**config.mk**
```make
export PLATFORM = sky130hd
export DESIGN_NAME = shader_core
export DESIGN_NICKNAME = d
export VERILOG_FILES = /design/src/shader_core_pkg.sv /design/src/core_sequencer.sv /design/src/execute_unit.sv /design/src/inst_decoder.sv /design/src/register_file.sv /design/src/shader_core.sv /design/src/writeback_unit.sv
export VERILOG_INCLUDE_DIRS = /design/src /design/src/src
export SDC_FILE = /design/constraint.sdc
export NUM_CORES = 2
export LEC_CHECK = 0
export BUFFER_PORTS_ARGS = -buffer_cell sky130_fd_sc_hd__buf_2
export CORE_ASPECT_RATIO = 1.1
export CORE_MARGIN = 2
export CORE_UTILIZATION = 55
export CTS_CLUSTER_SIZE = 24
export DETAILED_ROUTE_END_ITERATION = 8
export PLACE_DENSITY = 0.71
export SYNTH_ARGS = -nofsm -noshare
export SYNTH_HDL_FRONTEND = slang
export SYNTH_SLANG_ARGS = --single-unit
```
**constraint.sdc**
```tcl
create_clock -name clock -period 12.4 [get_ports clock]
set_input_delay 1.24 -clock clock [delete_from_list [all_inputs] [get_ports clock]]
set_output_delay 1.24 -clock clock [all_outputs]
set_load 0.1 [all_outputs]
```
**src/shader_core_macros.svh**
```systemverilog
`ifndef SHADER_CORE_MACROS_SVH
`define SHADER_CORE_MACROS_SVH

// data path and RAM widths
`define SC_WORD_WIDTH 32
`define SC_ADDRESS_WIDTH 16
`define SC_REG_ADDR_WIDTH 5

// pc step per instruction, in bytes
`define SC_INST_BYTES 4

// system immediate that stops the core
`define SC_HALT_IMM 1

`endif

```
**src/shader_core_pkg.sv**
```systemverilog
`default_nettype none

`include "shader_core_macros.svh"

package shader_core_pkg;

    typedef logic [`SC_WORD_WIDTH-1:0] word_t;
    typedef logic [`SC_ADDRESS_WIDTH-1:0] addr_t;
    typedef logic [`SC_REG_ADDR_WIDTH-1:0] reg_addr_t;

    // RV32I major opcodes handled by the core, anything else retires as a no-op
    typedef enum logic [6:0] {
        op_load    = 7'b0000011,
        op_alu_imm = 7'b0010011,
        op_store   = 7'b0100011,
        op_alu_reg = 7'b0110011,
        op_lui     = 7'b0110111,
        op_branch  = 7'b1100011,
        op_jalr    = 7'b1100111,
        op_jal     = 7'b1101111,
        op_system  = 7'b1110011
    } opcode_e;

    typedef enum logic [3:0] {
        alu_add  = 4'd1,
        alu_sub  = 4'd2,
        alu_sll  = 4'd3,
        alu_srl  = 4'd4,
        alu_sra  = 4'd5,
        alu_xor  = 4'd6,
        alu_and  = 4'd7,
        alu_or   = 4'd8,
        alu_slt  = 4'd9,
        alu_sltu = 4'd10,
        alu_none = 4'd11
    } alu_op_e;

    // encoding 5 is left unused
    typedef enum logic [3:0] {
        state_init    = 4'd0,
        state_fetch   = 4'd1,
        state_fetch2  = 4'd2,
        state_decode  = 4'd3,
        state_execute = 4'd4,
        state_retire  = 4'd6,
        state_load    = 4'd7,
        state_load2   = 4'd8,
        state_store   = 4'd9,
        state_halted  = 4'd10
    } core_state_e;

endpackage

`default_nettype wire

```
**src/core_sequencer.sv**
```systemverilog
`timescale 1ns/1ps
`default_nettype none

module core_sequencer (
    input  logic                     clock,
    input  logic                     reset_n,
    input  logic                     run,
    input  shader_core_pkg::opcode_e opcode,
    input  logic                     halt_request,
    input  shader_core_pkg::word_t   pc,
    input  shader_core_pkg::word_t   alu_result,
    input  shader_core_pkg::word_t   rs2_value,
    output shader_core_pkg::addr_t   inst_ram_address,
    output shader_core_pkg::addr_t   data_ram_address,
    output shader_core_pkg::word_t   data_ram_write_data,
    output logic                     data_ram_write,
    output logic                     load_inst,
    output logic                     retire,
    output logic                     halted
);

    shader_core_pkg::core_state_e state;

    // the stages qualify these phase strobes with run
    assign load_inst = (state == shader_core_pkg::state_decode);
    assign retire = (state == shader_core_pkg::state_retire);

    always_ff @(posedge clock) begin
        if (!reset_n) begin
            state <= shader_core_pkg::state_init;
            data_ram_write <= 1'b0;
            halted <= 1'b0;
        end else if (run) begin
            case (state)
                shader_core_pkg::state_init: state <= shader_core_pkg::state_fetch;
                shader_core_pkg::state_fetch: state <= shader_core_pkg::state_fetch2;
                // read data for the fetched address arrives in decode
                shader_core_pkg::state_fetch2: state <= shader_core_pkg::state_decode;
                shader_core_pkg::state_decode: state <= shader_core_pkg::state_execute;
                shader_core_pkg::state_execute: begin
                    if (halt_request) begin
                        halted <= 1'b1;
                        state <= shader_core_pkg::state_halted;
                    end else if (opcode == shader_core_pkg::op_load) begin
                        state <= shader_core_pkg::state_load;
                    end else if (opcode == shader_core_pkg::op_store) begin
                        state <= shader_core_pkg::state_store;
                    end else begin
                        state <= shader_core_pkg::state_retire;
                    end
                end
                shader_core_pkg::state_load: state <= shader_core_pkg::state_load2;
                shader_core_pkg::state_load2: state <= shader_core_pkg::state_retire;
                shader_core_pkg::state_store: begin
                    // write strobe is high for the whole retire cycle
                    data_ram_write <= 1'b1;
                    state <= shader_core_pkg::state_retire;
                end
                shader_core_pkg::state_retire: begin
                    data_ram_write <= 1'b0;
                    state <= shader_core_pkg::state_fetch;
                end
                shader_core_pkg::state_halted: state <= shader_core_pkg::state_halted;
                default: state <= shader_core_pkg::state_init;
            endcase
        end
    end

    // RAM address and store data registers
    always_ff @(posedge clock) begin
        if (run) begin
            if (state == shader_core_pkg::state_fetch) begin
                inst_ram_address <= shader_core_pkg::addr_t'(pc);
            end
            if (state == shader_core_pkg::state_load || state == shader_core_pkg::state_store) begin
                data_ram_address <= shader_core_pkg::addr_t'(alu_result);
            end
            if (state == shader_core_pkg::state_store) begin
                data_ram_write_data <= rs2_value;
            end
        end
    end

endmodule

`default_nettype wire

```
**src/execute_unit.sv**
```systemverilog
`timescale 1ns/1ps
`default_nettype none

module execute_unit (
    input  shader_core_pkg::opcode_e opcode,
    input  logic [2:0]               funct3,
    input  logic                     alt_funct,
    input  shader_core_pkg::word_t   imm,
    input  shader_core_pkg::word_t   pc,
    input  shader_core_pkg::word_t   rs1_value,
    input  shader_core_pkg::word_t   rs2_value,
    output shader_core_pkg::word_t   alu_result,
    output logic                     branch_taken
);

    logic is_shift;
    logic branch_condition;
    shader_core_pkg::word_t operand1;
    shader_core_pkg::word_t operand2;
    shader_core_pkg::alu_op_e funct_op;
    shader_core_pkg::alu_op_e alu_op;

    assign is_shift = (funct3 == 3'd1) || (funct3 == 3'd5);

    // funct3 map shared by both ALU formats, sub exists only in register form
    always_comb begin
        case (funct3)
            3'd0: begin
                funct_op = (alt_funct && opcode == shader_core_pkg::op_alu_reg) ?
                           shader_core_pkg::alu_sub : shader_core_pkg::alu_add;
            end
            3'd1: funct_op = shader_core_pkg::alu_sll;
            3'd2: funct_op = shader_core_pkg::alu_slt;
            3'd3: funct_op = shader_core_pkg::alu_sltu;
            3'd4: funct_op = shader_core_pkg::alu_xor;
            3'd5: funct_op = alt_funct ? shader_core_pkg::alu_sra : shader_core_pkg::alu_srl;
            3'd6: funct_op = shader_core_pkg::alu_or;
            default: funct_op = shader_core_pkg::alu_and;
        endcase
    end

    // operand and operator selection per opcode
    always_comb begin
        operand1 = rs1_value;
        operand2 = imm;
        alu_op = shader_core_pkg::alu_add;
        case (opcode)
            shader_core_pkg::op_alu_imm: begin
                operand2 = is_shift ? shader_core_pkg::word_t'(imm[4:0]) : imm;
                alu_op = funct_op;
            end
            shader_core_pkg::op_alu_reg: begin
                operand2 = is_shift ? shader_core_pkg::word_t'(rs2_value[4:0]) : rs2_value;
                alu_op = funct_op;
            end
            shader_core_pkg::op_jalr, shader_core_pkg::op_load, shader_core_pkg::op_store: ;
            shader_core_pkg::op_lui: begin
                operand1 = imm;
                operand2 = '0;
            end
            shader_core_pkg::op_jal, shader_core_pkg::op_branch: operand1 = pc;
            default: begin
                operand1 = '0;
                operand2 = '0;
                alu_op = shader_core_pkg::alu_none;
            end
        endcase
    end

    always_comb begin
        case (alu_op)
            shader_core_pkg::alu_add: alu_result = operand1 + operand2;
            shader_core_pkg::alu_sub: alu_result = operand1 - operand2;
            shader_core_pkg::alu_sll: alu_result = operand1 << operand2[4:0];
            shader_core_pkg::alu_srl: alu_result = operand1 >> operand2[4:0];
            shader_core_pkg::alu_sra: begin
                alu_result = shader_core_pkg::word_t'($signed(operand1) >>> operand2[4:0]);
            end
            shader_core_pkg::alu_xor: alu_result = operand1 ^ operand2;
            shader_core_pkg::alu_and: alu_result = operand1 & operand2;
            shader_core_pkg::alu_or: alu_result = operand1 | operand2;
            shader_core_pkg::alu_slt: begin
                alu_result = shader_core_pkg::word_t'($signed(operand1) < $signed(operand2));
            end
            shader_core_pkg::alu_sltu: alu_result = shader_core_pkg::word_t'(operand1 < operand2);
            default: alu_result = '0;
        endcase
    end

    // branch target comes from the ALU, the condition compares rs1 with rs2
    always_comb begin
        case (funct3)
            3'd0: branch_condition = (rs1_value == rs2_value);
            3'd1: branch_condition = (rs1_value != rs2_value);
            3'd4: branch_condition = ($signed(rs1_value) < $signed(rs2_value));
            3'd5: branch_condition = ($signed(rs1_value) >= $signed(rs2_value));
            3'd6: branch_condition = (rs1_value < rs2_value);
            3'd7: branch_condition = (rs1_value >= rs2_value);
            default: branch_condition = 1'b0;
        endcase
    end

    assign branch_taken = (opcode == shader_core_pkg::op_branch) && branch_condition;

endmodule

`default_nettype wire

```
**src/inst_decoder.sv**
```systemverilog
`timescale 1ns/1ps
`default_nettype none

`include "shader_core_macros.svh"

module inst_decoder (
    input  logic                       clock,
    input  logic                       reset_n,
    input  logic                       run,
    input  logic                       load_inst,
    input  shader_core_pkg::word_t     inst_ram_read_data,
    output shader_core_pkg::opcode_e   opcode,
    output shader_core_pkg::reg_addr_t rs1,
    output shader_core_pkg::reg_addr_t rs2,
    output shader_core_pkg::reg_addr_t rd,
    output logic [2:0]                 funct3,
    output logic                       alt_funct,
    output logic                       halt_request,
    output shader_core_pkg::word_t     imm
);

    shader_core_pkg::word_t inst;

    // all-zero instruction decodes as an unknown opcode
    always_ff @(posedge clock) begin
        if (!reset_n) begin
            inst <= '0;
        end else if (run && load_inst) begin
            inst <= inst_ram_read_data;
        end
    end

    assign opcode = shader_core_pkg::opcode_e'(inst[6:0]);
    assign rd = inst[11:7];
    assign funct3 = inst[14:12];
    assign rs1 = inst[19:15];
    assign rs2 = inst[24:20];
    // selects sub and sra
    assign alt_funct = inst[30];

    // one sign-extended immediate per format
    always_comb begin
        case (opcode)
            shader_core_pkg::op_jalr,
            shader_core_pkg::op_load,
            shader_core_pkg::op_alu_imm,
            shader_core_pkg::op_system: imm = {{20{inst[31]}}, inst[31:20]};
            shader_core_pkg::op_store: imm = {{20{inst[31]}}, inst[31:25], inst[11:7]};
            shader_core_pkg::op_branch: begin
                imm = {{20{inst[31]}}, inst[7], inst[30:25], inst[11:8], 1'b0};
            end
            shader_core_pkg::op_jal: begin
                imm = {{12{inst[31]}}, inst[19:12], inst[20], inst[30:21], 1'b0};
            end
            shader_core_pkg::op_lui: imm = {inst[31:12], 12'b0};
            default: imm = '0;
        endcase
    end

    assign halt_request = (opcode == shader_core_pkg::op_system) &&
                          (imm == shader_core_pkg::word_t'(`SC_HALT_IMM));

endmodule

`default_nettype wire

```
**src/register_file.sv**
```systemverilog
`timescale 1ns/1ps
`default_nettype none

`include "shader_core_macros.svh"

module register_file (
    input  logic                       clock,
    input  logic                       reset_n,
    input  logic                       rd_write,
    input  shader_core_pkg::reg_addr_t rd_address,
    input  shader_core_pkg::reg_addr_t rs1,
    input  shader_core_pkg::reg_addr_t rs2,
    input  shader_core_pkg::word_t     rd_value,
    output shader_core_pkg::word_t     rs1_value,
    output shader_core_pkg::word_t     rs2_value
);

    localparam int reg_count = 2 ** `SC_REG_ADDR_WIDTH;

    // x0 has no storage
    shader_core_pkg::word_t regs [1:reg_count-1];

    always_ff @(posedge clock) begin
        if (!reset_n) begin
            for (int i = 1; i < reg_count; i++) begin
                regs[i] <= '0;
            end
        end else if (rd_write && rd_address != '0) begin
            regs[rd_address] <= rd_value;
        end
    end

    assign rs1_value = (rs1 == '0) ? '0 : regs[rs1];
    assign rs2_value = (rs2 == '0) ? '0 : regs[rs2];

endmodule

`default_nettype wire

```
**src/shader_core.sv**
```systemverilog
`timescale 1ns/1ps
`default_nettype none

module shader_core (
    input  logic                   clock,
    input  logic                   reset_n,
    input  logic                   run,
    input  shader_core_pkg::word_t inst_ram_read_data,
    input  shader_core_pkg::word_t data_ram_read_data,
    output shader_core_pkg::addr_t inst_ram_address,
    output shader_core_pkg::addr_t data_ram_address,
    output shader_core_pkg::word_t data_ram_write_data,
    output logic                   data_ram_write,
    output logic                   halted
);

    // decoded instruction fields
    shader_core_pkg::opcode_e opcode;
    shader_core_pkg::reg_addr_t rs1;
    shader_core_pkg::reg_addr_t rs2;
    shader_core_pkg::reg_addr_t rd;
    logic [2:0] funct3;
    logic alt_funct;
    logic halt_request;
    shader_core_pkg::word_t imm;

    // operands and results
    shader_core_pkg::word_t rs1_value;
    shader_core_pkg::word_t rs2_value;
    shader_core_pkg::word_t alu_result;
    logic branch_taken;

    // sequencing and register write-back
    logic load_inst;
    logic retire;
    shader_core_pkg::word_t pc;
    shader_core_pkg::word_t rd_value;
    shader_core_pkg::reg_addr_t rd_address;
    logic rd_write;

    // every port name matches its net in this scope
    core_sequencer i_core_sequencer (.*);

    inst_decoder i_inst_decoder (.*);

    register_file i_register_file (.*);

    execute_unit i_execute_unit (.*);

    writeback_unit i_writeback_unit (.*);

endmodule

`default_nettype wire

```
**src/writeback_unit.sv**
```systemverilog
`timescale 1ns/1ps
`default_nettype none

`include "shader_core_macros.svh"

module writeback_unit (
    input  logic                       clock,
    input  logic                       reset_n,
    input  logic                       run,
    input  logic                       retire,
    input  logic                       branch_taken,
    input  shader_core_pkg::opcode_e   opcode,
    input  shader_core_pkg::reg_addr_t rd,
    input  shader_core_pkg::word_t     alu_result,
    input  shader_core_pkg::word_t     data_ram_read_data,
    output shader_core_pkg::word_t     pc,
    output shader_core_pkg::word_t     rd_value,
    output shader_core_pkg::reg_addr_t rd_address,
    output logic                       rd_write
);

    localparam shader_core_pkg::word_t inst_step = `SC_INST_BYTES;

    logic is_jump;
    logic writes_rd;

    assign is_jump = (opcode == shader_core_pkg::op_jal) || (opcode == shader_core_pkg::op_jalr);
    assign writes_rd = is_jump || opcode inside {
        shader_core_pkg::op_alu_imm,
        shader_core_pkg::op_alu_reg,
        shader_core_pkg::op_lui,
        shader_core_pkg::op_load
    };

    always_ff @(posedge clock) begin
        if (!reset_n) begin
            pc <= '0;
            rd_write <= 1'b0;
        end else if (run) begin
            // single pulse, the register file commits it on the next edge
            rd_write <= retire && writes_rd && (rd != '0);
            if (retire) begin
                if (is_jump) begin
                    pc <= alu_result & ~shader_core_pkg::word_t'(1);
                end else if (branch_taken) begin
                    pc <= alu_result;
                end else begin
                    pc <= pc + inst_step;
                end
            end
        end
    end

    // write-back value, taken while pc still holds this instruction
    always_ff @(posedge clock) begin
        if (run && retire) begin
            rd_address <= rd;
            if (is_jump) begin
                rd_value <= pc + inst_step;
            end else if (opcode == shader_core_pkg::op_load) begin
                rd_value <= data_ram_read_data;
            end else begin
                rd_value <= alu_result;
            end
        end
    end

endmodule

`default_nettype wire

```
==> summary.md <==
| Metric | Value |
|---|---|
| Routed WL per cell | between 30 and 40 um |
| # rows | approximately 140 |
| Max Freq | between 0.1 and 0.15 GHz |
| Synthesis-to-layout area growth | 9.13% |
| Slew Limit Fails | 0 |
| Synth top area share | approximately 45% |
| Largest family of logic cells by synthesized area | multiplexers |
| Hold worst-path end | i_core_sequencer.halted |
| CTS buffer count | about 120 |
| R2r endpoint | i_writeback_unit.rd_value[21] |
| Most frequent cell after synthesis | edfxtp_1 |
| IO Pins | 133 |
| Critical path type | register to register |
| Core area | 134,000 um^2 |
| Post-CTS Hold Fix Bufs | 0 |
| DRC Markers | 1 |
| # nets final | around 6,400 |
| Largest net degree at the start of global routing | between 100 and 150 |
| Final cycle utilization of the critical path | between 60% and 70% |
| Setup TNS | 0 ns |
| Clock root cell | clkbuf_16 |
| Failing checks | DRC |
| Crit. End Element | register |
| WL final | slightly above 300,000 um |
| Clock sinks | roughly 1,200 |
| Max-slew headroom | under 10% |
| # setup viols final | 0 |
| Post-CTS setup buffer count | 0 |
| Crit path arrival time | 9.09 ns |
| Sequential-to-total area share from yosys stat | 47.5% |
| CTS clk-pin slew, worst paths | around 0.070 ns |
| Die area | between 100,000 and 150,000 um^2 |
| Latest clock arrival within the worst-skew pair | 0.80 ns |
| Gr usage total | 43.8% |
| Crit-path max cell delay | between 0.7 and 0.8 ns |
| First-pass GRT wire length | 428,000 um |
| Hold path cells | 2 |
| H-tree depth | 3 |
| Fraction of layout cells with a size suffix above 1 | 18.8% |
| Post-synth EDFFs | around 1,100 |
| Post-Syn Area per Cell | roughly 12 um^2 |
| Pre-CTS WS | between 3 and 4 ns |
| Reg2Reg Depth | 19 |
| Worst-path fanout max | 77 |
| CP max stage cell | a21boi_0 |
| CTS max path bufs | 3 |
| Yosys top cell by area | edfxtp_1 |
| Synth cell types | between 100 and 150 |
| IO buf count | between 100 and 150 |
| Clock skew | 0.0607 ns |
| Status | finished, violations left |
| CTS tree | yes |
| Starting density of the core | a little under three fifths |
| Flops & latches, synth | around 1,200 |
| Detail Route Antenna Nets | 0 |
| Die W | around 360 um |
| Post-Synthesis Cells | between 6,000 and 7,000 |
| Tmin final | about 8.6 ns |
| Fraction of synthesis flops using an asynchronous set or reset pin | 0% |
| Hold wc startpoint | i_core_sequencer.halted |
| Crit-path leading delay family | compound AO/OA/AOI/OAI gates |
| Critical-path cell list | buf_12, mux4_2, mux4_2, nand2_1, nand3_1, a22oi_2, buf_4, ha_1, or4_1, a311oi_1, o21ai_0, a21boi_0, o21bai_1, a21oi_1, nor3_1, a211o_1, a222oi_1, o21ai_0, o221a_2 |
| Top cells by area, synth | edfxtp_1, mux4_2, and2_1 |
| Via count | between 50,000 and 60,000 |
| Vias/cell | between 7 and 8 |
| Gr ovfl total | 0 |
| Worst EP required | around 13 ns |
| Final core occ | 60.5% |
| Synth Area in XOR/XNOR | less than 1% |
| Die Y | between 300 and 400 um |
| Worst Slack Setup Final | 3.81 ns |
| Max cap viols | 0 |
| Pre-antenna DRT Iters | 9 |
| Initial antenna violation count | 23 |
| Critical path launch point type | register |
| Cts repair resizes | 0 |
| Vias in the first global route | around 57,000 |
| GPL Wtd Cong | roughly 1.0 |
| RSZ-0062 raised after global routing | false |
| Mux share of post-synthesis cell area | a little under a fifth |
| WP buf/inv | 2 |
| Warnings from Yosys | 0 |
| Tot Pwr | slightly below 9 mW |
| Post-Synth Simple-Gate Area | 15.0% |
| Ys flop type | edfxtp_1 |
| 1st-iter DRT viols | a little over 9,000 |
| DP HPWL | about 210,000 um |
| PwrDens | about 110 nW/um^2 |
| Worst-margin pin slew | ~1.4 ns |
| Post-synthesis compound-gate area fraction | 12.0% |
| Peak supply drop | roughly 0.14 mV |
| Final Hold Viols | 0 |
| Flop-to-flop setup slack | roughly 3.8 ns |
| Post-Synth Adder-Cell Area | ~2.3% |
| Synth top cells by count | edfxtp_1, and2_1, mux4_2 |
| Worst hold path class | register to register |
| Mapped cell area | 74,500 um^2 |
| LEAKAGE | between 20 and 30 nW |
worst reg2reg max path: cells and delay by family, from the launching register on:
kind | cells | cell delay, ns
muxes | 2 | 1.11
AOI/OAI and AO/OA | 10 | 3.91
and+or+nand+nor | 4 | 1.00
DFF | 1 | 0.71
buffers and inverters | 2 | 1.06
adders and majority gates | 1 | 0.50
layout by cell type (no fill, tap or decap), types with 53 or more instances in the layout:
| cell | count |
|---|---|
| a211oi_1 | 100 |
| a21oi_1 | 296 |
| a22oi_1 | 150 |
| and2_1 | 1009 |
| buf_2 | 131 |
| buf_4 | 197 |
| clkbuf_16 | 123 |
| dfxtp_1 | 72 |
| edfxtp_1 | 1125 |
| ha_1 | 133 |
| inv_1 | 148 |
| mux2_2 | 53 |
| mux2i_1 | 335 |
| mux4_2 | 431 |
| nand2_1 | 272 |
| nand3_1 | 68 |
| nor2_1 | 219 |
| nor3_1 | 109 |
| o21ai_0 | 180 |
| o22ai_1 | 94 |
stage by stage:
step / cell area (um^2) / cells / hold WS, ns
after global placement: 77100 / 7829 / 0.454
final: 81300 / 8069 / 0.473
after global routing: 81300 / 8061 / 0.500
after CTS: 81300 / 8059 / 0.480
after floorplan: 74700 / 6299 / 0.406
after detailed placement: 77200 / 7830 / 0.463
worst max-delay path by stage:
stage | depth (start not counted) | slack, ns | end
CTS | 19 | 3.87 | i_writeback_unit.rd_value[21]
global placement | 19 | 3.93 | i_writeback_unit.rd_value[21]
floorplan | 27 | 5.50 | i_writeback_unit.rd_value[29]
global route | 18 | 3.54 | i_writeback_unit.pc[27]
finish | 19 | 3.81 | i_writeback_unit.rd_value[21]
detailed placement | 19 | 3.95 | i_writeback_unit.rd_value[21]
kinds of logic after synthesis:
group | after synthesis
simple gates | 1999
compound gates | 1322
flops | 1206
mux | 821
buf+inv | 748
fa+ha+maj | 135
xor+xnor | 36
other cells | 1
report_power, final:
part / internal, mW / switching [mW] / total [mW] / leakage (nW)
logic: 0.149 / 0.266 / 0.415 / 14.3
registers: 4.55 / 0.0718 / 4.62 / 12.2
clock network: 2.19 / 1.70 / 3.89 / 2.01
total: 6.89 / 2.04 / 8.92 / 28.5
metal layers:
metal,part of all wire [%],up-vias,GRT usage (%)
li1,-,23679,-
met1,34,28968,53.0
met2,46,4517,69.3
met3,11,1231,9.97
met4,8.9,12,31.4
met5,0.028,-,0
flip-flops by register name (all words and copies together) (netlist names), named ones only:
register and count:
i_writeback_unit.rd_write 1, i_core_sequencer.data_ram_write 1, i_writeback_unit.rd_address 5, i_writeback_unit.rd_value 32, i_core_sequencer.halted 1, i_core_sequencer.data_ram_write_data 32, i_register_file.regs 1024, i_core_sequencer.inst_ram_address 16
i_core_sequencer.data_ram_address 16, i_inst_decoder.inst 32, i_writeback_unit.pc 32, i_core_sequencer.state 4
cell type report:
| class | count | area [um^2] |
|---|---|---|
| antenna | 10 | 25.0 |
| clock buffer | 153 | 3230 |
| clock inverter | 76 | 937 |
| fill | 10664 | 53100 |
| inverter | 156 | 586 |
| multi-input combinational | 4345 | 36600 |
| sequential | 1206 | 35400 |
| tap | 1787 | 2240 |
| timing repair buffer | 336 | 2280 |
No activity file was read; power rests on OpenSTA's default activity.
